==> config.mk <==
export PLATFORM = sky130hd
export DESIGN_NAME = fetch_ctrl
export DESIGN_NICKNAME = d
export VERILOG_FILES = /design/src/hdl/rv32i_types.sv /design/src/hdl/fetch_ctrl.sv
export SDC_FILE = /design/constraint.sdc
export NUM_CORES = 1
export LEC_CHECK = 0
export CAP_MARGIN = 20
export CORE_MARGIN = 1
export CORE_UTILIZATION = 25
export DETAILED_ROUTE_END_ITERATION = 10
export DONT_BUFFER_PORTS = 1
export PLACE_DENSITY = 0.41
export SLEW_MARGIN = 15
export SYNTH_ARGS = -nofsm -noshare
export SYNTH_HDL_FRONTEND = slang
export SYNTH_SLANG_ARGS = --single-unit
==> constraint.sdc <==
create_clock -name clk -period 2 [get_ports clk]
set_input_delay 0.2 -clock clk [delete_from_list [all_inputs] [get_ports clk]]
set_output_delay 0.2 -clock clk [all_outputs]
set_load 0.01 [all_outputs]
==> src/hdl/rv32i_types.sv <==
`default_nettype none

package rv32i_types;

    // widths with a meaning of their own
    typedef logic [31:0]  addr_t;    // byte address
    typedef logic [31:0]  instr_t;   // one instruction word
    typedef logic [63:0]  beat_t;    // one burst memory beat
    typedef logic [255:0] line_t;    // one cache line, 8 words

    // cache address fields
    typedef logic [22:0]  tag_t;       // addr 31:9
    typedef logic [3:0]   set_idx_t;   // addr 8:5
    typedef logic [2:0]   word_off_t;  // addr 4:2

    localparam addr_t RESET_PC       = 32'h1eceb000;
    localparam int    BEATS_PER_LINE = 4;
    localparam int    WORDS_PER_LINE = 8;
    localparam int    NUM_SETS       = 16;
    localparam int    QUEUE_DEPTH    = 16;

    typedef enum logic {
        FETCH_IDLE,
        FETCH_WAIT
    } fetch_state_t;

    typedef enum logic [1:0] {
        CACHE_LOOKUP,
        CACHE_MISS,
        CACHE_FILL
    } cache_state_t;

    // pc and instruction move together from cache to queue
    typedef struct packed {
        addr_t  pc;
        instr_t instr;
    } fetch_pkt_t;

endpackage

`default_nettype wire

==> src/hdl/fetch_ctrl.sv <==
`timescale 1ns/1ps
`default_nettype none

module fetch_ctrl (
    input  logic               clk,
    input  logic               rst,
    input  logic               bmem_ready,
    input  logic               queue_full,
    input  logic               resp,
    output logic               req,
    output rv32i_types::addr_t req_addr
);
    import rv32i_types::*;

    fetch_state_t state;
    fetch_state_t state_next;
    addr_t        pc;
    logic         issue;

    // one request at a time, only with room in the queue and memory available
    assign issue    = (state == FETCH_IDLE) && bmem_ready && !queue_full;
    assign req_addr = pc;   // held steady for the whole wait

    always_comb begin
        state_next = state;
        case (state)
            FETCH_IDLE: begin
                if (issue) begin
                    state_next = FETCH_WAIT;
                end
            end
            FETCH_WAIT: begin
                if (resp) begin
                    state_next = FETCH_IDLE;
                end
            end
            default: begin
                state_next = FETCH_IDLE;
            end
        endcase
    end

    always_ff @(posedge clk) begin
        if (rst) begin
            state <= FETCH_IDLE;
            pc    <= RESET_PC;
            req   <= 1'b0;
        end else begin
            state <= state_next;
            req   <= issue;     // strobe lands in the first wait cycle

            // sequential fetch only, no redirects
            if (state == FETCH_WAIT && resp) begin
                pc <= pc + 32'd4;
            end
        end
    end

endmodule

`default_nettype wire

Word-level counts from Yosys, hierarchy flattened
Index checks and enable logic that the tools add are counted.

word-level totals
  register bits after elaboration = 34
  bits of input ports = 5
  output and inout port bits = 33
  logic and storage cells = 12

cells by class
  add/sub/neg operators = 1
  mux-type cells = 3
  bitwise gates (word level) = 1
  reductions and logical operators = 4

operator list
  cell                                                              count
  32-bit by 3-bit adder with 32-bit output (second input constant)  1
  1-bit logical AND                                                 3
  1-bit 2-to-1 mux                                                  2
  1-bit case mux with 2 select lines                                1
  1-bit zero test                                                   1
  1-bit inverter                                                    1

Longest topological paths before layout
  depth in word-level cells = 5
  gate-level depth with buffers = 7
  depth with buffers taken out = 5

Least setup slack after synthesis
No wires, ideal clock.

  kind = reg2reg
  start point = reg pc[2] (netlist: req_addr[2])
  end point = reg pc[18] (netlist: req_addr[18])
  library setup time = 0.063 ns
  data arrival time = 1.893 ns
  data required time = 1.937 ns
  setup slack = 0.044 ns
  cell stages (with the launch flop) = 8
  buffers on the path = 2
  period minus slack after synthesis = 1.956 ns
  cells stage by stage = dfxtp_1 > ha_1 > nand3_4 > or3_1 > buf_2 > buf_6 > or4_1 > nand3_1

on the way
  longest elaborated chain between the ends = 1

RTL lines
  what                                      RTL line          RTL
  start, declared                           fetch_ctrl.sv:17  addr_t pc;
  start signal, assigned                    fetch_ctrl.sv:54  pc <= pc + 32'd4;
  32-bit by 3-bit adder with 32-bit output  fetch_ctrl.sv:54

No other way between the ends.
A chain may end at the register's enable or synchronous reset.

Final worst setup path
  start point = reg state
  end point = reg pc[29] (netlist: req_addr[29])

on the way
  longest elaborated chain between the ends = 1

RTL lines
  what                    RTL line          RTL
  start, declared         fetch_ctrl.sv:15  fetch_state_t state;
  start signal, assigned  fetch_ctrl.sv:49  state <= state_next;
  1-bit logical AND       fetch_ctrl.sv:53  if (state == FETCH_WAIT && resp) begin

No other way between the ends.

==> results.md <==
- GRT Total Usage: 13.4%
- Pleak: 0.000646 µW
- DRT iter0 DRCs: 47
- Crit path cell chain: and4_1, nand4_1, buf_4, or4_1, a21oi_1
- Highest clock rate: 536 MHz
- Vias per cell: 5.12
- Top delay family on crit path: simple AND/OR/NAND/NOR gates
- Power Internal: 1020 µW
- Adder-cell share of the synthesized area: 0.828%
- Initial Utilization: 26.6%
- Fin cells: between 200 and 300
- Core ar.: 5680 µm²
- FF-to-FF setup slack: ~0.14 ns
- Vias in the first global route: 1306
- WS Path Type: reg -> reg
- Die width: roughly 80 µm
- Worst R2R End: req_addr[29]$_SDFFE_PP0P_
- Total clock sinks: 32
- Die Footprint: 6360 µm²
- Post-Synth Simple-Gate Area: 32.5%
- Layout cells sized above 1: a little under a fifth
- DR vias: 1398
- RD Place Congestion: 0.731
- Tcrit/Tclk final: between 90 and 100%
- Worst-Skew Late Latency: 0.29 ns
- GR Overflow Total: 0
- CTS Buf Count: 5
- Worst Path Arrival: 2.08 ns
- Buf+Inv Stages, Crit Path: 1
- Fillers: 612
- I/O pin count: 38
- Net Sw Power: 271 µW
- Worst hold path class: in -> reg
- Logic pwr share: under 10%
- Largest family of logic cells by synthesized area: simple AND/OR/NAND/NOR gates
- Overall Power: 1290 µW
- Total number of H-tree levels: 2
- Synth Area in Compound Gates: about an eighth
- Final setup fails: 0
- Worst Min Path Start: bmem_ready
- Final Max Slew Viols: 0
- Crit start category: flip-flop
- Synth Cell Area: 1510 µm²
- Setup Fix Bufs, Post-CTS: 0
- RSZ-0062 raised after global routing: no
- First-pass detailed-route iteration total: 4
- Synth warnings: 0
- Worst path slowest cell: dfxtp_1
- Hold Vio Cnt, Final: 0
- Clock skew: a little under 0.01 ns
- Status: finished clean
- Area fraction of the dominant cell type after synthesis: ~42%
- Inserted Diodes: 0
- Hold path depth: 1
- Switching Fraction: 21.1%
- Fin nets: roughly 210
- Worst EP required: 2.21 ns
- Setup TNS: 0 ns
- I/O Buffers: 0
- Area Growth Syn to Fin: 24.3%
- # DRC: 0
- Syn Inst Count: 175
- Max-Cap Viols: 0
- Worst vdd rail ir drop: 0.389 mV
- Pwr per Cell Area: 686 nW/µm²
- Largest stage delay, worst path: 0.48 ns
- Top post-synthesis cells by area: dfxtp_1, o31ai_1, or4_1
- Largest net degree at the start of global routing: 22
- Drt wl/cell: ~14 µm
- Setup WS post-layout: 0.136 ns
- Crit path time final: roughly 1.9 ns
- Slew @ Worst Pin: 0.774 ns
- Root buf cell: clkbuf_8
- Critical path fanouts, max: 10
- XOR/XNOR Fraction of Synth Area: 5.79%
- FF-to-FF Start: state$_SDFF_PP0_
- Cell Rows: 27
- Antenna violations before repair: 0
- R2R depth: 5
- Yosys cell types: 34
- Hold endpoint: req$_SDFF_PP0_
- Routed WL: 3860 µm
- Mean post-synth cell area: 8.64 µm²
- CTS tree: done
- Util after Layout: 33.1%
- Sequential-to-total area share from yosys stat: 42.4%
- Clk pwr share: 48.1%
- Inst Count DP: around 260
- Sequential fraction of design power: 49.9%
- CP endpoint kind: flip-flop
- Biggest area consumer among synthesized cells: dfxtp_1
- Die height: 79.8 µm
- Hpwl dp: 2740 µm
- First-pass GRT wire length: 6400 µm
- Multiplexer area fraction after synthesis: 0.745%
- Worst-path clk slew: ~0.070 ns
- Pre-CTS setup slack: between 0.05 and 0.06 ns
- FF+latch count, synth: 32
- Post-DRT Antenna Nets: 0
- Slew HR: 48.2%
- Bufs on Longest Clock Path: 2
## registers in the layout (all words and copies together), names as in the netlist
name and cells:
req_addr 30, state 1, req 1
## cells by family after synthesis
group,after synthesis
multiplexers,1
buffers and inverters,18
flip-flops,32
other,1
AO/OA/AOI/OAI,28
AND/OR/NAND/NOR,84
XOR/XNOR,10
adder cells (fa/ha/maj),1
## synthesized netlist by cell type
| cell | instances |
|---|---|
| nand3_1 | 17 |
| buf_4 | 2 |
| nand3_4 | 1 |
| or3_1 | 3 |
| clkbuf_1 | 6 |
| and3_1 | 2 |
| nor4b_1 | 1 |
| buf_2 | 2 |
| nor2_1 | 11 |
| xor2_1 | 6 |
| and2_1 | 1 |
| conb_1 | 1 |
| inv_1 | 6 |
| nand2_1 | 14 |
| buf_6 | 1 |
| or3_2 | 1 |
| ha_1 | 1 |
| o21ai_0 | 1 |
| or4b_1 | 1 |
| dfxtp_1 | 32 |
| or4_1 | 14 |
| o31ai_1 | 14 |
| buf_1 | 1 |
| o41ai_1 | 1 |
| nor3b_1 | 2 |
| and4_1 | 5 |
| nor2b_1 | 1 |
| mux2_1 | 1 |
| nor4_1 | 1 |
| a21oi_1 | 10 |
| xnor2_1 | 4 |
| nor3_1 | 1 |
| o21ai_1 | 2 |
| nand4_1 | 8 |
## metrics by stage
step	cell area, µm²	hold slack (ns)
floorplan	1520	0.279
detailed placement	1750	0.274
global route	1880	0.0720
CTS	1870	0.0714
global placement	1750	0.272
finish	1880	0.0832
## how the worst max path moves through the flow
stage / startpoint / endpoint / slack (ns) / depth (start not counted)
2_1_floorplan: req_addr[2]$_SDFFE_PP0P_ / req_addr[18]$_SDFFE_PP1P_ / 0.04 / 7
3_3_place_gp: req_addr[2]$_SDFFE_PP0P_ / req_addr[20]$_SDFFE_PP0P_ / 0.13 / 5
3_5_place_dp: req_addr[2]$_SDFFE_PP0P_ / req_addr[24]$_SDFFE_PP0P_ / 0.05 / 5
4_1_cts: req_addr[2]$_SDFFE_PP0P_ / req_addr[30]$_SDFFE_PP0P_ / 0.04 / 5
5_1_grt: state$_SDFF_PP0_ / req_addr[29]$_SDFFE_PP0P_ / 0.0008 / 5
6_report: state$_SDFF_PP0_ / req_addr[29]$_SDFFE_PP0P_ / 0.14 / 5
## area by class of cell
class                   count  area, µm²  share of cell area [%]
clock buffers               6       72.6                    3.86
clock inverters             2       35.0                    1.87
inverters                   6       22.5                    1.20
multi-input cells         126        795                    42.3
flip-flops and latches     32        641                    34.1
well taps                  72       90.1                    4.80
repair buffers             29        223                    11.9
## power by group through the flow
stage	Sequential, µW	Combinational (µW)	Clock (µW)
2_1_floorplan	659	18.6	0
3_5_place_dp	658	15.8	0
6_report	644	24.9	621
5_1_grt	644	28.0	678
4_1_cts	643	25.3	642
3_3_place_gp	658	15.5	0
## cells in the final DEF (no fill, tap or decap), types with 2 or more instances in the layout
| master | netlist | routed |
|---|---|---|
| nor2_1 | 11 | 11 |
| o21ai_1 | 2 | 2 |
| and3_1 | 2 | 2 |
| or3_1 | 3 | 2 |
| xnor2_1 | 4 | 4 |
| nand2_1 | 14 | 14 |
| inv_1 | 6 | 6 |
| conb_1 | 1 | 2 |
| xor2_1 | 6 | 6 |
| buf_4 | 2 | 27 |
| o31ai_1 | 14 | 14 |
| dlygate4sd3_1 | 0 | 2 |
| dfxtp_1 | 32 | 32 |
| or4_1 | 14 | 14 |
| nor3b_1 | 2 | 2 |
| nand4_1 | 8 | 8 |
| and4_1 | 5 | 5 |
| clkbuf_8 | 0 | 5 |
| a21oi_1 | 10 | 10 |
| nand3_1 | 17 | 17 |
## routing by layer
| metal | share of wire [%] | global-route usage [%] |
|---|---|---|
| met4 | 1.1 | 3.75 |
| met3 | 6.8 | 6.29 |
| met5 | 0 | 0 |
| met1 | 44 | 15.7 |
| met2 | 48 | 21.9 |
## what timing repair did
action,CTS,global route
hold buffers,2,0
setup endpoints to repair,0,4
resized for setup,0,1
endpoints found under the hold margin,19,0
No activity file was read; power rests on OpenSTA's default activity.
