$ cat config.mk
export PLATFORM = sky130hd
export DESIGN_NAME = icache
export DESIGN_NICKNAME = d
export VERILOG_FILES = /design/src/hdl/rv32i_types.sv /design/src/hdl/icache.sv
export SDC_FILE = /design/constraint.sdc
export NUM_CORES = 2
export LEC_CHECK = 0
export BUFFER_PORTS_ARGS = -buffer_cell sky130_fd_sc_hd__buf_2
export CORE_ASPECT_RATIO = 0.7
export CORE_MARGIN = 2
export CORE_UTILIZATION = 50
export CTS_CLUSTER_DIAMETER = 50
export DETAILED_ROUTE_END_ITERATION = 16
export GPL_TIMING_DRIVEN = 1
export MAX_ROUTING_LAYER = met4
export PLACE_DENSITY = 0.66
export SETUP_SLACK_MARGIN = 0.05
export SLEW_MARGIN = 20
export SYNTH_ARGS = -nofsm -noshare
export SYNTH_HDL_FRONTEND = slang
export SYNTH_MEMORY_MAX_BITS = 65536
export SYNTH_SLANG_ARGS = --single-unit
$ cat constraint.sdc
create_clock -name clk -period 27.1 [get_ports clk]
set_input_delay 2.71 -clock clk [delete_from_list [all_inputs] [get_ports clk]]
set_output_delay 2.71 -clock clk [all_outputs]
set_load 0.005 [all_outputs]
$ cat src/hdl/rv32i_types.sv
`default_nettype none

package rv32i_types;

    // widths with a meaning of their own
    typedef logic [31:0]  addr_t;    // byte address
    typedef logic [31:0]  instr_t;   // one instruction word
    typedef logic [63:0]  beat_t;    // one burst memory beat
    typedef logic [255:0] line_t;    // one cache line, 8 words

    // cache address fields
    typedef logic [22:0]  tag_t;       // addr 31:9
    typedef logic [3:0]   set_idx_t;   // addr 8:5
    typedef logic [2:0]   word_off_t;  // addr 4:2

    localparam addr_t RESET_PC       = 32'h1eceb000;
    localparam int    BEATS_PER_LINE = 4;
    localparam int    WORDS_PER_LINE = 8;
    localparam int    NUM_SETS       = 16;
    localparam int    QUEUE_DEPTH    = 16;

    typedef enum logic {
        FETCH_IDLE,
        FETCH_WAIT
    } fetch_state_t;

    typedef enum logic [1:0] {
        CACHE_LOOKUP,
        CACHE_MISS,
        CACHE_FILL
    } cache_state_t;

    // pc and instruction move together from cache to queue
    typedef struct packed {
        addr_t  pc;
        instr_t instr;
    } fetch_pkt_t;

endpackage

`default_nettype wire

$ cat src/hdl/icache.sv
`timescale 1ns/1ps
`default_nettype none

module icache (
    input  logic                    clk,
    input  logic                    rst,
    input  logic                    req,
    input  rv32i_types::addr_t      req_addr,
    output logic                    resp,
    output rv32i_types::fetch_pkt_t resp_pkt,
    output rv32i_types::addr_t      bmem_addr,
    output logic                    bmem_read,
    input  rv32i_types::line_t      line,
    input  logic                    line_valid
);
    import rv32i_types::*;

    line_t                       data_arr [NUM_SETS];
    tag_t                        tag_arr  [NUM_SETS];
    logic [NUM_SETS-1:0]         valid_arr;

    cache_state_t                state;
    addr_t                       addr_q;     // request held across a miss

    set_idx_t                    req_idx;
    set_idx_t                    fill_idx;
    tag_t                        req_tag;
    word_off_t                   req_off;
    word_off_t                   fill_off;
    logic                        hit;
    instr_t [WORDS_PER_LINE-1:0] hit_words;
    instr_t [WORDS_PER_LINE-1:0] fill_words;

    assign req_idx  = req_addr[8:5];
    assign req_tag  = req_addr[31:9];
    assign req_off  = req_addr[4:2];
    assign fill_idx = addr_q[8:5];
    assign fill_off = addr_q[4:2];

    assign hit        = valid_arr[req_idx] && (tag_arr[req_idx] == req_tag);
    assign hit_words  = data_arr[req_idx];      // word 0 sits in bits 31:0
    assign fill_words = data_arr[fill_idx];

    always_ff @(posedge clk) begin
        if (rst) begin
            state     <= CACHE_LOOKUP;
            valid_arr <= '0;
            resp      <= 1'b0;
            bmem_read <= 1'b0;
        end else begin
            resp      <= 1'b0;
            bmem_read <= 1'b0;
            case (state)
                CACHE_LOOKUP: begin
                    if (req && hit) begin
                        resp <= 1'b1;
                    end else if (req) begin
                        bmem_read <= 1'b1;  // single pulse per miss
                        state     <= CACHE_MISS;
                    end
                end
                CACHE_MISS: begin
                    if (line_valid) begin
                        valid_arr[fill_idx] <= 1'b1;
                        state               <= CACHE_FILL;
                    end
                end
                CACHE_FILL: begin
                    resp  <= 1'b1;          // answer from the fresh line
                    state <= CACHE_LOOKUP;
                end
                default: begin
                    state <= CACHE_LOOKUP;
                end
            endcase
        end
    end

    // storage and response payload
    always_ff @(posedge clk) begin
        if (state == CACHE_LOOKUP && req) begin
            addr_q         <= req_addr;
            bmem_addr      <= {req_addr[31:5], 5'b0};
            resp_pkt.pc    <= req_addr;
            resp_pkt.instr <= hit_words[req_off];
        end
        if (state == CACHE_MISS && line_valid) begin
            data_arr[fill_idx] <= line;
            tag_arr[fill_idx]  <= addr_q[31:9];
        end
        if (state == CACHE_FILL) begin
            resp_pkt.instr <= fill_words[fill_off];
        end
    end

endmodule

`default_nettype wire

Yosys cells after proc, flatten, opt, wreduce, memory -nomap -nowiden

Memory sizes are Yosys's and may differ from the RTL's. A register that Yosys moved wholly into a read port is not among the register bits.
Index checks and enable logic that the tools add are counted.

Memories: 2
Flip-flop bits (word level): 111
Bits of input ports: 292
Output and inout bits: 98
Word-level logic and storage cells: 52
Memory bits (writable): 4,464

Bitwise operators: 2
Mux-type cells: 20
Eq/ne operators: 6
Reductions and logical operators: 10
Magnitude comparators: 5

Memories:

| name     | depth | width | read ports | clocked after Yosys merged registers in | write ports | RTL line     | source |
|---|---|---|---|---|---|---|---|
| data_arr | 16    | 256   | 2          | 1                                       | 1           | icache.sv:18 | `line_t data_arr [NUM_SETS];` |
| tag_arr  | 16    | 23    | 1          | 0                                       | 1           | icache.sv:19 | `tag_t tag_arr [NUM_SETS];` |

Operators by type and width:

| operator             | count |
|---|---|
| $bmux W32 S3         | 2 |
| $mux W32             | 4 |
| $eq A23 B23 Y1       | 1 |
| $or A16 B16 Y16      | 1 |
| $lt A4 B5 Y1 const B | 2 |
| $lt A3 B4 Y1 const B | 2 |
| $mux W1              | 6 |
| $mux W2              | 3 |
| $ne A2 B2 Y1 const B | 3 |
| $logic_and A1 B1 Y1  | 5 |
| $bmux W1 S4          | 1 |
| $demux W1 S4         | 1 |
| $ge A4 B1 Y1 const B | 1 |
| $mux W4              | 1 |
| $pmux W2 S2          | 1 |
| $reduce_and A3 Y1    | 1 |
| $reduce_or A3 Y1     | 1 |
| $eq A2 B1 Y1 const B | 1 |
| $eq A2 B2 Y1 const B | 1 |
| $logic_not A2 Y1     | 1 |
| $pmux W1 S2          | 1 |
| $reduce_and A2 Y1    | 1 |
| $reduce_bool A2 Y1   | 1 |
| $not A1 Y1           | 1 |

Depth between registers and ports, before layout

Word-level depth: 6
Depth in mapped cells: 12
Mapped depth without buffers: 7

Least setup slack after synthesis

Ideal clock, no wire load.

Kind: input -> register
Start point: in line_valid
End point: mem data_arr[0][0] in the netlist's numbering (enable)
Library setup time: 1.263 ns
Required time: 25.837 ns
Buffers on the path: 0
Arrival time: 22.233 ns
Slack: 3.604 ns
Cell stages on the path: 4
Path through: nand2_1 > or2_2 > or3_1 > nor3_1

Longest elaborated chain between the ends: 3

RTL lines:

| item                          | RTL line     | source |
|---|---|---|
| start: declaration            | icache.sv:14 | `input logic line_valid` |
| $logic_and A1 B1 Y1           | icache.sv:87 | `if (state == CACHE_MISS && line_valid) begin` |
| $mux W1                       | icache.sv:87 |  |
| $mux W1 (not written as such) | icache.sv:88 | `data_arr[fill_idx] <= line;` |
| end: declaration              | icache.sv:18 |  |

No other way between the ends.

Worst setup path after layout

Start point: in req_addr[5]
End point: reg resp_pkt[31] in the netlist's numbering, data pin

Longest elaborated chain between the ends: 5

RTL lines:

| item                           | RTL line     | source |
|---|---|---|
| start: declaration             | icache.sv:8  | `input rv32i_types::addr_t req_addr,` |
| $mem_v2 Z16 W256               | -            |  |
| $bmux W32 S3                   | icache.sv:85 | `resp_pkt.instr <= hit_words[req_off];` |
| $mux W32 (not written as such) | icache.sv:85 |  |
| $mux W32                       | icache.sv:81 | `if (state == CACHE_LOOKUP && req) begin` |
| $mux W32                       | icache.sv:91 | `if (state == CACHE_FILL) begin` |
| end: declaration               | icache.sv:10 | `output rv32i_types::fetch_pkt_t resp_pkt,` |

No other way between the ends. The select of a mux whose other input is x is not followed.
A chain may end at the register's enable or synchronous reset.

==> out/results.ini <==
[global_routing]
grt_pass1_wl_um = 815000
grt_use_total = 0.286
grt_pass1_vias = 106000
antenna_found_initial = 159
grt.overflow.total = 0
grt_max_degree = 157

[pwr]
power_frac_seq = 0.502
vdd_drop_max_mv = 0.0617
p_sw_mw = 3.56
power_density_nw_per_um2 = 68.7
p_total_mw = 15.6
internal_power_mw = 12.1
power.leakage_nw = 69.6
switching_share = 0.228
clkPwrFrac = 0.405
combPwrFrac = 0.093

[yosys]
synth_cell_types = 49
synth_edf_count = 4528
synth-main-ff-cell = edfxtp_1
ys_seq_area_frac = 0.668
syn_area_um2 = 204000
async_reset_ff_frac = 0
ys_seq_elements = 4552
avgSynthCellArea_um2 = 24.4
yosys_warnings = 0
syn_inst = 8360

[cts]
cts.clk_slew.worst_paths_ns = 0.06
cts_tree = yes
clockBufferDepth = 4
cts_buffers = 447
cts_setup_buffers = 0
h-tree-depth = 5
holdBufCountCts = 0
clock_latency_ns = 1.04
cts_resized = 0
cts_num_sinks = 4552
root_buffer = clkbuf_16

[final_layout]
syn_to_final_growth_pct = 11.4
drive_gt1_frac = 0.450
finalNetCount = 9049
layout_commonest_cell = edfxtp_1
final_cell_mix = edfxtp_1 (4528), mux4_2 (2773), clkbuf_16 (451)
final_area_um2 = 227000

[drt]
drc = 0
drt_iter0_drc = 14300
vias_per_cell = 7.05
wl_per_cell_um = 39.0
vias = 103000
final_antenna_net_count = 0
wl_met1_um = 231000
wl_um = 572000
top_layer_used = met4
dr_wl_met2_um = 266000
wl_met3_um = 59600
drt-pass1-iter-count = 5

[worst_setup_path]
cp_max_fo = 98
cp.required_ns = 27.84
critPathLaunchType = primary input
crit_type = primary input to flop
worstPathArrival_ns = 10.03
cp-end-kind = flop

[placement]
portBuffers = 384
pre_cts_ws_ns = 16.15
hpwl_um = 329000
placedInstanceArea_um2 = 212000
gp_congestion = 0.798

[floorplanning]
die_w_um = 768
fp.dieArea_um2 = 413000
start_util = 0.502
core_area_um2 = 407000
die_y_um = 539
rows = 196
ios = 390

[hold_path]
hold_path.class = flop to flop

[job]
drv_cap = 0

[outcome]
status = finished, final reports clean

[timing]
finalSetupTns_ns = 0
slew-limit-headroom = 0.183
drv_slew = 0
fin_skew_ns = 0.0558
hold_violations = 0
worst_slack_ns = 17.81
tightestPinTransition_ns = 1.23
fin_crit_ns = 9.29
whs_ns = 0.474
rsz0062_at_grt = no
fmax_mhz = 108
timing.final.crit_share = 0.343
finalSetupViolations = 0

-- power groups by stage --
stage / registers [mW] / logic, mW / clock network, mW
final: 7.84 / 1.46 / 6.33
after global routing: 7.84 / 1.53 / 6.68
after CTS: 7.84 / 1.46 / 6.42
after detailed placement: 7.99 / 1.46 / 0
after global placement: 7.99 / 1.44 / 0
after floorplan: 7.97 / 0.988 / 0
-- area by class of cell --
class / count / area (um2)
flip-flops and latches: 4552 / 136000
clock inverters: 305 / 3170
inverters: 2 / 7.51
diodes: 106 / 265
clock buffers: 521 / 11600
fillers: 29300 / 179000
well taps: 5445 / 6810
repair buffers: 622 / 4070
multi-input cells: 3132 / 65100
-- cell usage after synthesis (all sizes together) (2+ instances only) --
cell | n | area, um2
nor3b | 2 | 15.0
a211oi | 2 | 15.0
a22o | 5 | 43.8
nand2b | 9 | 56.3
mux4 | 2773 | 62500
a31oi | 4 | 25.0
and2 | 5 | 31.3
clkinv | 2 | 7.51
nor2 | 90 | 338
nand4 | 2 | 12.5
o2111ai | 2 | 17.5
o22ai | 66 | 413
or2 | 3 | 18.8
and3 | 4 | 25.0
nand2 | 10 | 37.5
or3 | 3 | 18.8
a2111oi | 2 | 17.5
nor3 | 7 | 35.0
mux2 | 7 | 78.8
buf | 352 | 1710
a22oi | 10 | 75.1
nand3 | 4 | 20.0
a21oi | 7 | 35.0
xnor2 | 9 | 78.8
nand3b | 3 | 22.5
mux2i | 48 | 480
clkbuf | 326 | 1220
dfxtp | 24 | 480
nor4 | 6 | 37.5
a221oi | 5 | 43.8
edfxtp | 4528 | 136000
xor2 | 13 | 114
o21ai | 4 | 20.0
nor2b | 11 | 68.8
-- metrics by stage --
step	cells	utilization
after floorplan	8364	-
after global placement	13800	0.522
after detailed placement	13800	0.522
after CTS	14600	0.558
after global routing	14700	0.559
final	14700	0.559
-- path summary, 6_finish.rpt --
kind	from	endpoint	slack (ns)	cells after the start
hold / removal	valid_arr[7]	valid_arr[7]	0.47	2
setup reg to reg	flop	resp_pkt[31]	18.43	11
hold reg to reg	valid_arr[7]	valid_arr[7]	0.47	2
setup / recovery	req_addr[5]	resp_pkt[31]	17.81	11
-- cell families after synthesis --
logic type      after synthesis  share of synthesized area
compound gates              117                    0.00390
xor+xnor                     22                   0.000944
buf+inv                     680                     0.0144
flops                      4552                      0.668
mux                        2828                      0.309
other cells                   1                  0.0000184
simple gates                160                    0.00366
-- registers in the layout, summed over array words and instances (netlist names), named ones only --
signal	cells
resp_pkt	32
tag_arr	368
valid_arr	16
data_arr	4096
state	2
bmem_read	1
addr_q	32
resp	1
-- critical path, stage by stage --
cell and delay [ns]:
buf_12 0.57, buf_6 0.68, buf_4 0.75, buf_4 0.80, buf_4 0.88, buf_4 0.85
mux4_2 0.62, mux4_2 0.52, mux4_2 0.48, o22ai_1 0.64, nor2_1 0.14
-- routing by layer --
layer  global-route usage  vias up
li1                     -    39200
met1                0.421    57100
met2                0.416     6304
met3               0.0559      929
met4               0.0758        0
met5                    -        -
No activity file was read; power rests on OpenSTA's default activity.
