## src/hdl/rv32i_types.sv

```systemverilog
`default_nettype none

package rv32i_types;

    // widths with a meaning of their own
    typedef logic [31:0]  addr_t;    // byte address
    typedef logic [31:0]  instr_t;   // one instruction word
    typedef logic [63:0]  beat_t;    // one burst memory beat
    typedef logic [255:0] line_t;    // one cache line, 8 words

    // cache address fields
    typedef logic [22:0]  tag_t;       // addr 31:9
    typedef logic [3:0]   set_idx_t;   // addr 8:5
    typedef logic [2:0]   word_off_t;  // addr 4:2

    localparam addr_t RESET_PC       = 32'h1eceb000;
    localparam int    BEATS_PER_LINE = 4;
    localparam int    WORDS_PER_LINE = 8;
    localparam int    NUM_SETS       = 16;
    localparam int    QUEUE_DEPTH    = 16;

    typedef enum logic {
        FETCH_IDLE,
        FETCH_WAIT
    } fetch_state_t;

    typedef enum logic [1:0] {
        CACHE_LOOKUP,
        CACHE_MISS,
        CACHE_FILL
    } cache_state_t;

    // pc and instruction move together from cache to queue
    typedef struct packed {
        addr_t  pc;
        instr_t instr;
    } fetch_pkt_t;

endpackage

`default_nettype wire

```

## src/hdl/cacheline_adapter.sv

```systemverilog
`timescale 1ns/1ps
`default_nettype none

module cacheline_adapter (
    input  logic               clk,
    input  logic               rst,
    input  rv32i_types::beat_t bmem_rdata,
    input  logic               bmem_rvalid,
    output rv32i_types::line_t line,
    output logic               line_valid
);
    import rv32i_types::*;

    logic [$clog2(BEATS_PER_LINE)-1:0] beat_cnt;
    logic                              last_beat;

    // counter is all ones on the final beat of a burst
    assign last_beat = bmem_rvalid && (&beat_cnt);

    always_ff @(posedge clk) begin
        if (rst) begin
            beat_cnt   <= '0;
            line_valid <= 1'b0;
        end else begin
            line_valid <= last_beat;
            if (bmem_rvalid) begin
                beat_cnt <= beat_cnt + 1'b1;    // wraps back to 0 for next burst
            end
        end
    end

    // beats enter at the top and move down, so beat 0 ends up in 63:0
    always_ff @(posedge clk) begin
        if (bmem_rvalid) begin
            line <= {bmem_rdata, line[$bits(line_t)-1:$bits(beat_t)]};
        end
    end

endmodule

`default_nettype wire

```

## config.mk

```make
export PLATFORM = sky130hd
export DESIGN_NAME = cacheline_adapter
export DESIGN_NICKNAME = d
export VERILOG_FILES = /design/src/hdl/rv32i_types.sv /design/src/hdl/cacheline_adapter.sv
export SDC_FILE = /design/constraint.sdc
export NUM_CORES = 1
export LEC_CHECK = 0
export BUFFER_PORTS_ARGS = -buffer_cell sky130_fd_sc_hd__buf_2
export CELL_PAD_IN_SITES_DETAIL_PLACEMENT = 1
export CELL_PAD_IN_SITES_GLOBAL_PLACEMENT = 2
export CORE_MARGIN = 2
export CORE_UTILIZATION = 37
export DETAILED_ROUTE_END_ITERATION = 10
export PLACE_DENSITY_LB_ADDON = 0.08
export SYNTH_ARGS = -nofsm -noshare
export SYNTH_HDL_FRONTEND = slang
export SYNTH_SLANG_ARGS = --single-unit
```

## constraint.sdc

```tcl
create_clock -name clk -period 2.06 [get_ports clk]
set_input_delay 0.412 -clock clk [delete_from_list [all_inputs] [get_ports clk]]
set_output_delay 0.412 -clock clk [all_outputs]
set_load 0.005 [all_outputs]
```

## Yosys cells after proc, flatten, opt, wreduce, memory -nomap -nowiden

Index checks and enable logic that the tools add are counted.
Widths: inputs -> output; s select.

- Reduce and logical (&&, ||, !) cells: 2
- Shift operators: 0
- Bitwise logic cells: 0
- Add/subtract/negate cells: 1
- Order comparisons: 0
- Div/mod/pow operators: 0
- Equal/unequal tests: 0
- $mul: 0
- Mux-type cells: 0

Operators by type and width:

| kind | number |
|---|---|
| $add 2x1->2 const B | 1 |
| $reduce_and 2->1 | 1 |
| $logic_and 1x1->1 | 1 |

- Logic and storage cells: 6
- Memory bits (read-only): 0
- Flip-flop bits (word level): 259
- Bits of input ports: 67
- Memories kept: 0
- Latch bits: 0
- Memory bits (writable): 0
- Output and inout bits: 257

## Longest topological paths before layout

Gate-level depths: netlist of run 1.

- Depth in word-level cells: 2
- Mapped depth: 3
- Depth with buffers taken out: 3

## Least setup slack after synthesis of run 1

No wires, ideal clock.

- Kind: flip-flop to flip-flop
- From: register beat_cnt[0]
- To: register beat_cnt[1]
- Stages on the path, launching flop included: 4
- Required time: 1946 ps
- Arrival time: 737 ps
- Path buffers: 0
- Setup time: 114 ps
- Path slack: 1208 ps
- Period minus slack after synthesis: 852 ps
- Cell sequence: dfxtp_1 ha_1 mux2i_1 nor2_1

- Longest elaborated chain between the ends: 1

Ends and longest elaborated chain:

| element | line | source |
|---|---|---|
| start, declared | cacheline_adapter.sv:14 | `logic [$clog2(BEATS_PER_LINE)-1:0] beat_cnt;` |
| start signal, assigned | cacheline_adapter.sv:27 | `beat_cnt <= beat_cnt + 1'b1;` |
| $add 2x1->2 | cacheline_adapter.sv:27 |  |

No other way between the ends.
A chain may end at the register's enable or synchronous reset.

## Worst setup path after layout of run 1

- From: register line[107]
- To: output line[107]

RTL lines:

| element | line | source |
|---|---|---|
| start, declared | cacheline_adapter.sv:9 | `output rv32i_types::line_t line,` |
| start signal, assigned | cacheline_adapter.sv:35 | `line <= {bmem_rdata, line[$bits(line_t)-1:$bits(beat_t)]};` |

No word-level cell between the ends.

==> results of run 1 <==
[worst max path at each step]
stage                                     to  cells after the start                      from
detailed placement         line[7]$_DFFE_PP_                      2               bmem_rvalid
floorplan           beat_cnt[1]$_SDFFE_PP0P_                      3  beat_cnt[0]$_SDFFE_PP0P_
CTS                                line[251]                      1       line[251]$_DFFE_PP_
finish                             line[107]                      1       line[107]$_DFFE_PP_
global placement          line[71]$_DFFE_PP_                      2               bmem_rvalid
global route                       line[251]                      1       line[251]$_DFFE_PP_
[kinds of logic (layout without fill, tap and decap cells)]
kind of cell | Yosys count | count (layout) | synth area share [%]
adder cells (fa/ha/maj) | 1 | 1 | 0.160
XOR/XNOR | 1 | 1 | 0.112
flip-flops | 259 | 259 | 99.4
AND/OR/NAND/NOR | 3 | 3 | 0.225
buffers and inverters | 0 | 380 | 0
other | 0 | 1 | 0
multiplexers | 1 | 1 | 0.128
[power groups by stage]
stage	registers (mW)	clock network (mW)	logic, mW
after global routing	6.41	5.16	0.644
after detailed placement	6.48	0	0.605
after CTS	6.38	4.96	0.605
final	6.37	4.80	0.586
after global placement	6.46	0	0.596
after floorplan	6.49	0	0.00769
[sequential cells by signal, summed over array words and instances (netlist names)]
name and flops:
line 256, line_valid 1, beat_cnt 2
[stage by stage]
step | util [%] | hold slack, ns
after floorplan | - | 0.452
after global placement | 47.4 | 0.426
after detailed placement | 47.4 | 0.429
after CTS | 51.7 | 0.0377
after global routing | 51.7 | 0.0396
final | 51.7 | 0.0628
[layer usage]
metal | global-route usage [%] | share of wire, % | vias to the layer above
li1 | - | - | 1807
met1 | 16.1 | 36 | 1929
met2 | 25.1 | 51 | 205
met3 | 5.75 | 10 | 39
met4 | 5.29 | 2.9 | 2
met5 | 0 | 0.077 | -
[cells in the mapped netlist (all sizes together)]
cell type    n  area (µm²)
and3b        1        10.0
dfxtp        3        60.1
edfxtp     256        7690
ha           1        12.5
mux2i        1        10.0
nor2         2        7.51
xnor2        1        8.76
[area by class of cell]
cell class,count,share of cell area [%]
Sequential cell,259,71.9
Timing Repair Buffer,333,16.1
Clock buffer,32,6.84
Tap cell,275,3.19
Clock inverter,15,1.41
Multi-Input combinational cell,6,0.453
Antenna cell,1,0.0232
[cell usage in the layout (no fill, tap or decap), drive strengths merged]
master / n
clkinvlp: 1
mux2i: 1
buf: 333
inv: 1
clkbuf: 32
diode: 1
clkinv: 10
dfxtp: 3
edfxtp: 256
nor2: 2
bufinv: 3
and3b: 1
xnor2: 1
ha: 1
==> impl_metrics.json, run 1 <==
{
  "layout.nets": 696,
  "core_area_mm2": 0.0208,
  "die_h_um": 149,
  "p_int_mw": 9.40,
  "max_freq_mhz": 659,
  "critPathArrivalTime_ns": 1.11,
  "holdPathEnd": "line[238]$_DFFE_PP_",
  "clock_latency_ns": 0.52,
  "skew_ns": 0.00860,
  "ant_nets": 0,
  "dr.pass1.iters": 4,
  "fin_area_mm2": 0.0108,
  "cp_top_family": "flip-flops",
  "seqPwrFrac_pct": 54.2,
  "regToRegStartpoint": "beat_cnt[0]$_SDFFE_PP0P_",
  "cts.sinks": 259,
  "fp-row-count": 53,
  "fin_crit_sh_pct": 73.7,
  "grt_pass1_wl_mm": 24.2,
  "switching_power_mw": 2.35,
  "fill_cells": 1997,
  "seq_area_frac_synth_pct": 99.4,
  "dieArea_mm2": 0.0222,
  "r2r_slack_ns": 1.16,
  "cts_tree": "yes",
  "vias_per_cell": 4.32,
  "p_per_area_mw_per_mm2": 1090,
  "min_period_ns": 1.52,
  "initial_core_util_pct": 37.4,
  "grt_usage_pct": 14.4,
  "clockRootBuffer": "clkbuf_16",
  "yosys_register_bits": 259,
  "rr_worst_depth": 3,
  "placed_cells": 873,
  "post-place-ws_ns": 0.599,
  "cts_buffers": 28,
  "hold_buffers": 0,
  "slew_violations": 0,
  "synth_cell_types": 7,
  "stdcell_count": 921,
  "wl_mm": 16.8,
  "dieWidth_um": 149,
  "antenna_found_initial": 2,
  "grt_max_degree": 55,
  "start_kind": "flop",
  "dp_hpwl_mm": 12.4,
  "p_leak_nw": 4.33,
  "ios": 324,
  "synthToLayoutAreaGrowth_pct": 38.1,
  "hold_depth": 1,
  "yosysWarningCount": 0,
  "timing.rr.end": "beat_cnt[1]$_SDFFE_PP0P_",
  "syn_area_mm2": 0.00780,
  "post_cts_resized": 0,
  "avgSynthCellArea_um2": 29.4,
  "end_kind": "primary output",
  "syn_nets": 333,
  "regArea_mm2": 0.00775,
  "setup_violations": 0,
  "wl_per_cell_um": 18.3,
  "drc": 0,
  "min_path_type": "input pin to flop",
  "overflow": 0,
  "place_area_mm2": 0.00988,
  "path_cells": "buf_2",
  "clockBufferDepth": 3,
  "critPathKind": "flop to primary output",
  "hold_path_startpoint": "bmem_rdata[46]",
  "multi_input_area_um2": 48.8,
  "rsz0062_at_grt": "false",
  "relSlewSlack_pct": 73.0,
  "slowest_delay_ns": 0.43,
  "drt_iter0_markers": 159,
  "via_count": 3982,
  "postCtsSetupRepairBufs": 0,
  "max-vdd-ir-drop_mv": 0.656,
  "gp_congestion": 0.752,
  "swShare_pct": 20.0,
  "p_clk_share_pct": 40.8,
  "drv_cap": 0,
  "combinationalPowerShare_pct": 5.0,
  "crit_buf_inv": 1,
  "p_total_mw": 11.8,
  "worst_slew_pin_slew_ns": 0.405,
  "worst-path-max-fanout": 2,
  "status": "finished, final reports clean",
  "htree_levels": 1,
  "finalSetupTns_ns": 0,
  "synthCells": 265,
  "cts.clk_slew.worst_paths_ns": 0.06,
  "layout_setup_ws_ns": 0.542,
  "finalHoldViolCount": 0,
  "worst_ep_required_time_ns": 1.65,
  "grt_pass1_vias": 4191,
  "io_buffers": 323,
  "cpMaxStageDelayCell": "edfxtp_1",
  "drive_gt1_share_pct": 57.7
}
(Power assumes the default switching activity.)
==> run 2, diff against run 1 <==
Settings changed: CORE_UTILIZATION 37 to 31.
Clock period 2.06 ns to 1.25 ns, I/O delays scaled along.
==> run 2 against run 1 <==
  * The flow now finishes with violations (setup timing)
  * Clock-buffer cell count up 7
  * Via count up 17%
  * Die area up 19%
  * Setup slack got worse by 0.72 ns
  * Sequential power is 65% higher
  * Final area up 13%
  * Critical path depth stayed put
  * Non-clock buffer count up 165
  * Final cell count is 24% higher
  * Utilization is 2.8 points lower
  * Combinational power is 150% higher
  * Critical endpoint is now line[95]
==> impl_metrics.json, run 2 (synthesis gave the netlist of run 1 again) <==
{
  "critPathArrivalTime_ns": 1.17,
  "regArea_mm2": 0.00775,
  "drive_gt1_share_pct": 57.4,
  "min_period_ns": 1.42,
  "grt_usage_pct": 13.2,
  "fill_cells": 2507,
  "initial_core_util_pct": 31.2,
  "p_leak_nw": 5.06,
  "crit_buf_inv": 1,
  "cts_buffers": 28,
  "dieWidth_um": 163,
  "wl_per_cell_um": 16.5,
  "path_cells": "buf_2",
  "min_path_type": "input pin to flop",
  "holdWs_ns": 0.0843,
  "skew_ns": 0.00724,
  "layout_commonest_cell": "buf_2",
  "largest_register_ffs": 256,
  "max_freq_mhz": 702,
  "drc": 0,
  "vias_per_cell": 4.06,
  "antenna-diode-count": 0,
  "gp_congestion": 0.751,
  "dp_hpwl_mm": 12.7,
  "drt_iter0_markers": 199,
  "overflow": 0,
  "core_area_mm2": 0.0250,
  "ant_nets": 0,
  "multi_input_area_um2": 48.8,
  "wl_mm": 18.9,
  "layout_setup_ws_ns": -0.174,
  "htree_levels": 1,
  "max-vdd-ir-drop_mv": 0.957,
  "die_h_um": 163,
  "rsz0062_at_grt": "true",
  "cts.clk_slew.worst_paths_ns": 0.06,
  "setup_violations": 250,
  "antenna_found_initial": 0,
  "clockRootBuffer": "clkbuf_16",
  "slowest_delay_ns": 0.47,
  "clock_latency_ns": 0.53,
  "cts.sinks": 259,
  "fin_crit_sh_pct": 114,
  "end_kind": "primary output",
  "slew_violations": 0,
  "violations": "setup timing",
  "dieArea_mm2": 0.0264,
  "synthToLayoutAreaGrowth_pct": 56.8,
  "clockBufferDepth": 3,
  "p_per_area_mw_per_mm2": 1600,
  "grt_pass1_wl_mm": 26.5,
  "largestRegisters": "line (256), beat_cnt (2), line_valid (1)",
  "worst_ep_required_time_ns": 1.00,
  "start_kind": "flop",
  "drv_cap": 0,
  "via_count": 4640,
  "grt_max_degree": 49,
  "fp-row-count": 58,
  "ios": 324,
  "worst-path-max-fanout": 2,
  "layout.nets": 861,
  "finalHoldViolCount": 0,
  "post-place-ws_ns": 0.113,
  "io_buffers": 323,
  "critPathKind": "flop to primary output",
  "dr.pass1.iters": 4,
  "top_register": "line",
  "cts_tree": "yes",
  "worst_slew_pin_slew_ns": 0.264,
  "layout_common_cells": "317 x buf_2, 256 x edfxtp_1, 107 x buf_4",
  "grt_pass1_vias": 4689,
  "status": "finished with violations",
  "cpMaxStageDelayCell": "edfxtp_1",
  "relSlewSlack_pct": 82.4,
  "cp_top_family": "flip-flops"
}
## run 2: layer usage
layer	up-vias	global-route usage, %	wire [µm]
li1	2140	-	-
met3	29	5.42	2020
met2	216	22.7	9470
met1	2255	15.0	6950
met5	-	0	0
met4	0	4.42	427
## run 2: cell type report
| class | count | area share (%) |
|---|---|---|
| sequential | 259 | 63.4 |
| clock inverter | 12 | 0.635 |
| multi-input combinational | 6 | 0.399 |
| tap | 330 | 3.38 |
| timing repair buffer | 498 | 26.0 |
| clock buffer | 39 | 6.24 |
## run 2: final timing paths
kind                            slack [ns]  depth (start not counted)           startpoint                  end
worst max-delay path                 -0.17                          1   line[95]$_DFFE_PP_             line[95]
worst min-delay path                  0.08                          1          bmem_rvalid  line[204]$_DFFE_PP_
worst max register to register        0.33                          2  line[183]$_DFFE_PP_  line[119]$_DFFE_PP_
worst min register to register        0.44                          0  line[138]$_DFFE_PP_   line[74]$_DFFE_PP_
## run 2: metrics by stage
step / total power [mW] / utilization, % / instance area [µm²] / setup TNS [ns] / std cells
after CTS: 19.7 / 47.7 / 11900 / -20.42 / 1107
after global placement: 11.7 / 39.9 / 9960 / 0 / 930
after detailed placement: 11.7 / 39.9 / 9960 / 0 / 930
after global routing: 20.3 / 49.0 / 12200 / -26.43 / 1144
final: 19.5 / 49.0 / 12200 / -12.14 / 1144
after floorplan: 10.7 / - / 7800 / 0 / 265
## run 2: report_power, final
| part | internal [mW] | switching (mW) |
|---|---|---|
| Sequential | 10.2 | 0.253 |
| Clock | 4.43 | 3.12 |
| Combinational | 0.842 | 0.616 |
| Total | 15.5 | 3.99 |
## run 2: what timing repair did
action                                  in CTS  in global routing
setup buffers                               61                 37
hold endpoints to repair                    66                  0
hold buffers                                65                  0
cloned                                       0                  0
endpoints found under the setup margin     256                257
gates resized for setup                      0                  5
