[src/hdl/rv32i_types.sv]
`default_nettype none

package rv32i_types;

    // widths with a meaning of their own
    typedef logic [31:0]  addr_t;    // byte address
    typedef logic [31:0]  instr_t;   // one instruction word
    typedef logic [63:0]  beat_t;    // one burst memory beat
    typedef logic [255:0] line_t;    // one cache line, 8 words

    // cache address fields
    typedef logic [22:0]  tag_t;       // addr 31:9
    typedef logic [3:0]   set_idx_t;   // addr 8:5
    typedef logic [2:0]   word_off_t;  // addr 4:2

    localparam addr_t RESET_PC       = 32'h1eceb000;
    localparam int    BEATS_PER_LINE = 4;
    localparam int    WORDS_PER_LINE = 8;
    localparam int    NUM_SETS       = 16;
    localparam int    QUEUE_DEPTH    = 16;

    typedef enum logic {
        FETCH_IDLE,
        FETCH_WAIT
    } fetch_state_t;

    typedef enum logic [1:0] {
        CACHE_LOOKUP,
        CACHE_MISS,
        CACHE_FILL
    } cache_state_t;

    // pc and instruction move together from cache to queue
    typedef struct packed {
        addr_t  pc;
        instr_t instr;
    } fetch_pkt_t;

endpackage

`default_nettype wire

[src/hdl/instr_queue.sv]
`timescale 1ns/1ps
`default_nettype none

module instr_queue #(
    parameter int DEPTH = rv32i_types::QUEUE_DEPTH
) (
    input  logic                    clk,
    input  logic                    rst,
    input  logic                    push,
    input  rv32i_types::fetch_pkt_t push_pkt,
    input  logic                    pop,
    output rv32i_types::fetch_pkt_t head_pkt,
    output logic                    full,
    output logic                    empty
);
    import rv32i_types::*;

    typedef logic [$clog2(DEPTH)-1:0] ptr_t;

    fetch_pkt_t             mem [DEPTH];
    ptr_t                   wr_ptr;
    ptr_t                   rd_ptr;
    logic [$clog2(DEPTH):0] count;
    logic                   do_push;
    logic                   do_pop;

    assign do_push  = push && !full;
    assign do_pop   = pop && !empty;    // pop on empty is dropped
    assign full     = count[$clog2(DEPTH)];  // msb only set at DEPTH
    assign empty    = (count == '0);
    assign head_pkt = mem[rd_ptr];

    always_ff @(posedge clk) begin
        if (rst) begin
            wr_ptr <= '0;
            rd_ptr <= '0;
            count  <= '0;
        end else begin
            if (do_push) begin
                wr_ptr <= wr_ptr + 1'b1;
            end
            if (do_pop) begin
                rd_ptr <= rd_ptr + 1'b1;
            end
            case ({do_push, do_pop})
                2'b10:   count <= count + 1'b1;
                2'b01:   count <= count - 1'b1;
                default: count <= count;    // both or neither
            endcase
        end
    end

    always_ff @(posedge clk) begin
        if (do_push) begin
            mem[wr_ptr] <= push_pkt;
        end
    end

endmodule

`default_nettype wire

[config.mk]
export PLATFORM = sky130hd
export DESIGN_NAME = instr_queue
export DESIGN_NICKNAME = d
export VERILOG_FILES = /design/src/hdl/rv32i_types.sv /design/src/hdl/instr_queue.sv
export SDC_FILE = /design/constraint.sdc
export NUM_CORES = 1
export LEC_CHECK = 0
export ABC_AREA = 1
export BUFFER_PORTS_ARGS = -buffer_cell sky130_fd_sc_hd__buf_2
export CORE_MARGIN = 10
export CORE_UTILIZATION = 41
export DETAILED_ROUTE_END_ITERATION = 7
export GPL_TIMING_DRIVEN = 0
export PLACE_DENSITY_LB_ADDON = 0.1
export RECOVER_POWER = 100
export SLEW_MARGIN = 0
export SYNTH_ARGS = -nofsm -noshare
export SYNTH_HDL_FRONTEND = slang
export SYNTH_SLANG_ARGS = --single-unit
[constraint.sdc]
create_clock -name clk -period 9.95 [get_ports clk]
set_clock_uncertainty 0.05 [all_clocks]
set_input_delay 1.99 -clock clk [delete_from_list [all_inputs] [get_ports clk]]
set_output_delay 1.99 -clock clk [all_outputs]
set_load 0.005 [all_outputs]
# Word level (Yosys, flattened, before mapping)
# Memories as Yosys holds them, arrays and structs flattened. A register that Yosys moved wholly into a read port is not among the register bits.
# Index checks and enable logic that the tools add are counted.
# W data, S select, Z words.
totals:
  reg_bits: 13
  latchBits: 0
  ram_bits: 1024
  rom_bits: 0
  in_bits: 68
  out_inout_bits: 66
  elab_cells: 21
  mem_count: 1
memory_table:
  columns: ["name", "depth", "width", "read_ports", "rd_ports_with_merged_regs", "wr", "line", "text"]
  rows:
  - ["mem", 16, 64, 1, 1, 1, "instr_queue.sv:20", "fetch_pkt_t mem [DEPTH];"]
op_classes:
  addsub: 4
  mul: 0
  n_div: 0
  order_cmp: 0
  n_eq_ne: 2
  shift: 0
  n_mux: 5
  n_bitwise: 0
  n_reduce_logical: 6
ops:
  columns: ["operator", "count"]
  rows:
  - ["$pmux W5 S2", 1]
  - ["$add A4 B1 Y4 const B", 2]
  - ["$mux W4", 2]
  - ["$add A5 B1 Y5 const B", 1]
  - ["$logic_not A5 Y1", 1]
  - ["$sub A5 B1 Y5 const B", 1]
  - ["$eq A2 B1 Y1 const B", 1]
  - ["$eq A2 B2 Y1 const B", 1]
  - ["$logic_and A1 B1 Y1", 2]
  - ["$logic_not A1 Y1", 2]
  - ["$mux W1", 2]
  - ["$reduce_bool A2 Y1", 1]

# Logic depth before layout (Yosys ltp)
# Gate-level depths: netlist of run 1.
logic_depth:
  ltp_word: 5
  depth_mapped: 15
  ltp_nobuf: 15

# Worst setup path before layout of run 1
# OpenSTA, ideal clock, no wires.
synth_path:
  kind: "input-to-reg"
  start: "input port push"
  end: "memory mem[11][0] (netlist bit), enable pin"
  setup_time_ps: 486
  arrival_time_ps: 5033
  required_ps: 9414
  slack_ps: 4381
  path_stages: 4
  cell_sequence: "nand2_1 -> nor2_1 -> nand2_1 -> nor2_1"
synth_between:
  elab_chain_cells: 3
synth_lines:
  columns: ["item", "line", "text"]
  rows:
  - ["start: declaration", "instr_queue.sv:9", "input logic push,"]
  - ["$logic_and A1 B1 Y1", "instr_queue.sv:27", "assign do_push = push && !full;"]
  - ["$mux W1", "instr_queue.sv:54", "if (do_push) begin"]
  - ["$mux W1 (not written as such)", "instr_queue.sv:55", "mem[wr_ptr] <= push_pkt;"]
  - ["end: declaration", "instr_queue.sv:20", null]
# Every way passes these cells.

# Worst setup path after layout of run 1
layout_path:
  start: "input port push"
  end: "memory mem[8][13] (netlist bit), enable pin"
# Same word-level chain as after synthesis.

==> results of run 1 <==
## worst max-delay path, cell delays in order
cell and delay, ps:
buf_2 70, nand2_1 190, inv_1 180, nand2_1 140, nor2_1 1950, clkbuf_1 1330, clkbuf_1 1500
## power by group through the flow
stage	logic, uW	clock network, uW	registers, uW
floorplan	1570	0	5090
global placement	2660	0	5110
detailed placement	2750	0	5080
CTS	2750	4050	4990
global route	2880	4230	5010
finish	2660	3990	5000
## state kept, by name, indices dropped and copies added (netlist names), named ones only
| name | cells |
|---|---|
| count | 5 |
| mem | 1024 |
| rd_ptr | 4 |
| wr_ptr | 4 |
## cells by family after synthesis
family,Yosys count,share of synthesized area
AND/OR/NAND/NOR,216,0.0225
multiplexers,256,0.0616
adder cells (fa/ha/maj),8,0.00241
flip-flops,1041,0.748
buffers and inverters,465,0.0489
XOR/XNOR,6,0.00126
AO/OA/AOI/OAI,829,0.115
## per-layer routing
| metal | GRT usage | vias to the layer above | wire, um |
|---|---|---|---|
| met5 | 0 | - | 77 |
| met3 | 0.0377 | 195 | 8360 |
| li1 | - | 11229 | - |
| met1 | 0.285 | 12725 | 53900 |
| met2 | 0.363 | 914 | 61400 |
| met4 | 0.0558 | 12 | 3220 |
## cell usage in the layout (no fill, tap or decap)
| master | Yosys | final |
|---|---|---|
| a211oi_1 | 1 | 1 |
| a21oi_1 | 262 | 262 |
| buf_1 | 8 | 8 |
| buf_2 | 59 | 69 |
| buf_4 | 19 | 19 |
| buf_6 | 19 | 19 |
| bufinv_16 | 0 | 10 |
| clkbuf_1 | 79 | 275 |
| clkbuf_16 | 0 | 111 |
| clkbuf_2 | 0 | 2 |
| clkbuf_8 | 0 | 4 |
| clkinv_1 | 0 | 27 |
| clkinv_2 | 0 | 16 |
| clkinv_4 | 0 | 1 |
| clkinvlp_4 | 0 | 1 |
| dfxtp_1 | 17 | 17 |
| diode_2 | 0 | 1 |
| edfxtp_1 | 1024 | 1024 |
| ha_1 | 8 | 8 |
| inv_1 | 279 | 279 |
| inv_2 | 2 | 2 |
| inv_6 | 0 | 5 |
| mux2i_1 | 256 | 256 |
| nand2_1 | 91 | 91 |
| nand3_1 | 83 | 83 |
| nand4_1 | 2 | 2 |
| nor2_1 | 33 | 33 |
| nor3_1 | 4 | 4 |
| nor3b_1 | 3 | 3 |
| o211ai_1 | 256 | 256 |
| o21ai_0 | 270 | 278 |
| o21ai_1 | 40 | 32 |
| xnor2_1 | 2 | 2 |
| xor2_1 | 4 | 4 |
## area by class of cell
type | instances | area (um2) | area share
clock buffers | 143 | 2940 | 0.0619
plain buffers | 184 | 967 | 0.0204
multi-input cells | 1315 | 8440 | 0.178
well taps | 1357 | 1700 | 0.0358
diodes | 1 | 2.50 | 0.0000528
clock inverters | 60 | 542 | 0.0114
flip-flops and latches | 1041 | 31100 | 0.655
inverters | 281 | 1050 | 0.0222
repair buffers | 180 | 702 | 0.0148
## through the flow
step | util | cells | instance area (um2) | power, uW
floorplan | - | 2821 | 41600 | 6650
global placement | 0.438 | 4310 | 43900 | 7770
detailed placement | 0.450 | 4358 | 45100 | 7830
CTS | 0.485 | 4561 | 48600 | 11800
global route | 0.473 | 4561 | 47400 | 12100
finish | 0.473 | 4562 | 47400 | 11600
## worst paths after layout
check	from	to	slack (ps)	cells after the start
worst max-delay path	push	mem[8][13]	2760	7
worst max register to register	count[4]	mem[8][13]	3700	7
worst min-delay path	rd_ptr[3]	rd_ptr[3]	460	2
worst min register to register	rd_ptr[3]	rd_ptr[3]	460	2
==> impl_metrics.env, run 1 <==
export IMPL_cts_tree="built"
export IMPL_first_iter_violations=2316
export IMPL_wirelength_um=127000
export IMPL_slew_headroom=-0.772
export IMPL_rows=116
export IMPL_tightest_slew_ps=2650
export IMPL_hold_ws_ps=460
export IMPL_fp_dieH_um=338
export IMPL_post_cts_resized=0
export IMPL_fp_dieArea_um2=115000
export IMPL_yosysTopAreaCellShare=0.740
export IMPL_hold_buffers=0
export IMPL_htreeDepth=3
export IMPL_rsz0062_at_grt="false"
export IMPL_grt_pass1_wl_um=180000
export IMPL_cp_max_fo=23
export IMPL_drive_gt1_frac=0.0808
export IMPL_io_pins=134
export IMPL_die_w_um=338
export IMPL_max_clock_freq_ghz=0.139
export IMPL_gp_congestion=0.797
export IMPL_coreArea_um2=100000
export IMPL_wl_per_cell_um=27.8
export IMPL_initial_core_util=0.414
export IMPL_power_internal_uw=8130
export IMPL_fin_crit_sh=0.723
export IMPL_grt_pass1_vias=24768
export IMPL_netlist_top_cells_count="edfxtp_1, inv_1, o21ai_0"
export IMPL_synth_area_top_cells="edfxtp_1, mux2i_1, o211ai_1"
export IMPL_syn_area_um2=41600
export IMPL_cp_required_ps=10160
export IMPL_synth_edf_count=1024
export IMPL_clk_pin_slew_ps=60
export IMPL_nFillCells=8782
export IMPL_period_needed_ps=7190
export IMPL_failed_checks="capacitance limit, slew limit"
export IMPL_antenna_found_initial=9
export IMPL_finalSetupTns_ps=0
export IMPL_synth_ff_type="edfxtp_1"
export IMPL_root_buffer="clkbuf_16"
export IMPL_drv_slew=757
export IMPL_syn_inst=2821
export IMPL_dp_hpwl_um=83100
export IMPL_post_synth_top_area_cell="edfxtp_1"
export IMPL_numCtsBuffers=109
export IMPL_pwr_share_comb=0.228
export IMPL_grt_overflow=0
export IMPL_firstDrtPassIters=7
export IMPL_synth_nets=2897
export IMPL_grt_max_degree=24
export IMPL_insertion_delay_ps=690
export IMPL_cts_setup_buffers=0
export IMPL_ir_worst_vdd_uv=152
export IMPL_pwr_share_clk=0.343
export IMPL_seqPwrFrac=0.429
export IMPL_path_class="in2reg"
export IMPL_grt_usage=0.215
export IMPL_hp_class="reg2reg"
export IMPL_pre_cts_slack_ps=4840
export IMPL_synth_ff_latch_count=1041
export IMPL_area_delta_synth_final_pct=14.1
export IMPL_status="finished, violations left"
export IMPL_syn_area_per_cell_um2=14.7
export IMPL_synthArstFlopShare=0
export IMPL_hold_viol_final=0
export IMPL_cp_start_kind="input port"
export IMPL_nets=3188
export IMPL_power_density_nw_per_um2=246
export IMPL_maxCapViolations=39
export IMPL_endpoint_kind="flop"
export IMPL_ys_types=24
export IMPL_numClockSinks=1041
export IMPL_switching_share=0.302
export IMPL_fin_ws_ps=2760
export IMPL_viasPerCell=5.50
export IMPL_io_buffer_count=132
export IMPL_clock_path_buffers=3
export IMPL_ys_warn_count=0
export IMPL_worstPathArrival_ps=7400
export IMPL_synth_most_common_cell="edfxtp_1"
export IMPL_p_sw_uw=3510
export IMPL_synth_seq_area_share=0.748
export IMPL_p_leak_uw=0.0157
export IMPL_ant_nets=0
export IMPL_setup_viol=0
export IMPL_route_detailed_drc=0
export IMPL_vias=25075
No activity file was read; power rests on OpenSTA's default activity.
==> run 2, diff against run 1 <==
Clock period 9.95 ns to 7.2 ns, I/O delays scaled along.
==> run 2 against run 1 <==
Effect of this change: the run still ends with capacitance limit, slew limit left; clock-buffer cell count is the same; combinational power increased by 38%; die area stayed put; final cell count is the same; setup slack got worse by 1500 ps; largest power group unchanged.
==> impl_metrics.env, run 2 (synthesis gave the netlist of run 1 again) <==
export IMPL_firstDrtPassIters=6
export IMPL_antenna_found_initial=9
export IMPL_largest_register="mem"
export IMPL_viasPerCell=5.51
export IMPL_hold_buffers=0
export IMPL_max_clock_freq_ghz=0.169
export IMPL_r2r_end="mem[2][10]"
export IMPL_grt_max_degree=24
export IMPL_io_pins=134
export IMPL_final_cell_mix="edfxtp_1, inv_1, o21ai_0"
export IMPL_power_internal_uw=11200
export IMPL_worstPathArrival_ps=6120
export IMPL_gp_congestion=0.797
export IMPL_switching_share=0.302
export IMPL_clk_pin_slew_ps=50
export IMPL_status="finished, violations left"
export IMPL_grt_pass1_wl_um=180000
export IMPL_wirelength_um=127000
export IMPL_htreeDepth=3
export IMPL_insertion_delay_ps=690
export IMPL_reg2reg_slack_ps=1680
export IMPL_final_common_cell="edfxtp_1"
export IMPL_nets=3188
export IMPL_hold_viol_final=0
export IMPL_pwr_share_clk=0.343
export IMPL_grt_usage=0.215
export IMPL_drive_gt1_frac=0.0815
export IMPL_ir_worst_vdd_uv=210
export IMPL_tightest_slew_ps=2650
export IMPL_cp_required_ps=7410
export IMPL_path_class="in2reg"
export IMPL_root_buffer="clkbuf_16"
export IMPL_first_iter_violations=2327
export IMPL_fp_dieArea_um2=115000
export IMPL_dp_hpwl_um=83100
export IMPL_final_cell_area_um2=47500
export IMPL_cp_start_kind="input port"
export IMPL_failed_checks="capacitance limit, slew limit"
export IMPL_r2r_start="count[4]"
export IMPL_numCtsBuffers=109
export IMPL_hold_ws_ps=461
export IMPL_endpoint_kind="flop"
export IMPL_seqPwrFrac=0.429
export IMPL_rows=116
export IMPL_initial_core_util=0.414
export IMPL_wl_per_cell_um=27.8
export IMPL_route_detailed_drc=0
export IMPL_cts_setup_buffers=0
export IMPL_area_delta_synth_final_pct=14.2
export IMPL_p_sw_uw=4860
export IMPL_post_cts_resized=0
export IMPL_vias=25131
export IMPL_io_buffer_count=132
export IMPL_coreArea_um2=100000
export IMPL_drv_slew=718
export IMPL_grt_pass1_vias=24768
export IMPL_numClockSinks=1041
export IMPL_maxCapViolations=37
export IMPL_placed_cells=4358
export IMPL_largest_reg_flops=1024
export IMPL_p_leak_uw=0.0157
export IMPL_cts_tree="built"
export IMPL_min_to="rd_ptr[3]"
export IMPL_rsz0062_at_grt="false"
export IMPL_reg2reg_depth=7
export IMPL_worstHoldPathCells=2
export IMPL_power_density_nw_per_um2=339
export IMPL_grt_overflow=0
export IMPL_cp_max_fo=22
export IMPL_place_area_um2=45100
export IMPL_worstHoldStart="rd_ptr[3]"
export IMPL_ant_nets=0
export IMPL_period_needed_ps=5910
export IMPL_clock_path_buffers=3
export IMPL_fin_crit_sh=0.821
export IMPL_die_w_um=338
export IMPL_slew_headroom=-0.772
export IMPL_reg_top3="mem (1024), count (5)"
export IMPL_setup_viol=0
export IMPL_fin_cells=4562
export IMPL_pwr_share_comb=0.228
export IMPL_fp_dieH_um=338
export IMPL_hp_class="reg2reg"
[run 2: layer usage]
layer,GRT usage,vias up,share of wire
li1,-,11229,-
met1,0.285,12741,0.42
met2,0.363,951,0.48
met3,0.0377,198,0.066
met4,0.0558,12,0.025
met5,0,-,0.00061
[run 2: layout make-up]
cell class	count	area, um2
diodes	1	2.50
plain buffers	184	967
fillers	8777	52800
inverters	281	1050
repair buffers	180	734
multi-input cells	1315	8440
well taps	1357	1700
clock buffers	143	2940
flip-flops and latches	1041	31100
clock inverters	60	542
[run 2: worst max-delay path: stages]
cell and delay, ps:
buf_2 70, nand2_1 190, inv_1 180, nand2_1 140
nor2_1 1300, clkbuf_1 1380, clkbuf_1 1350
[run 2: worst max-delay path by stage]
stage | end | slack (ps) | start | cells past startpoint
2_1_floorplan | mem[11][0] | 2180 | push | 4
3_3_place_gp | mem[7][14] | -1760 | push | 5
3_5_place_dp | head_pkt[63] | 2640 | flop | 7
4_1_cts | head_pkt[41] | 1930 | flop | 6
5_1_grt | mem[2][14] | 1160 | push | 7
6_report | mem[2][10] | 1290 | push | 7
[run 2: power groups by stage]
| stage | Clock [uW] | Sequential [uW] | Combinational (uW) |
|---|---|---|---|
| 6_report | 5520 | 6910 | 3670 |
| 5_1_grt | 5850 | 6920 | 3980 |
| 4_1_cts | 5600 | 6900 | 3800 |
| 3_5_place_dp | 0 | 7020 | 3800 |
| 3_3_place_gp | 0 | 7060 | 3680 |
| 2_1_floorplan | 0 | 7030 | 2170 |
[run 2: per-stage QoR]
stage	setup TNS (ps)	setup WS [ps]	util	power (uW)
finish	0	1290	0.473	16100
global placement	-1539870	-1760	0.438	10700
detailed placement	0	2640	0.450	10800
CTS	0	1930	0.485	16300
floorplan	0	2180	-	9200
global route	0	1160	0.473	16700
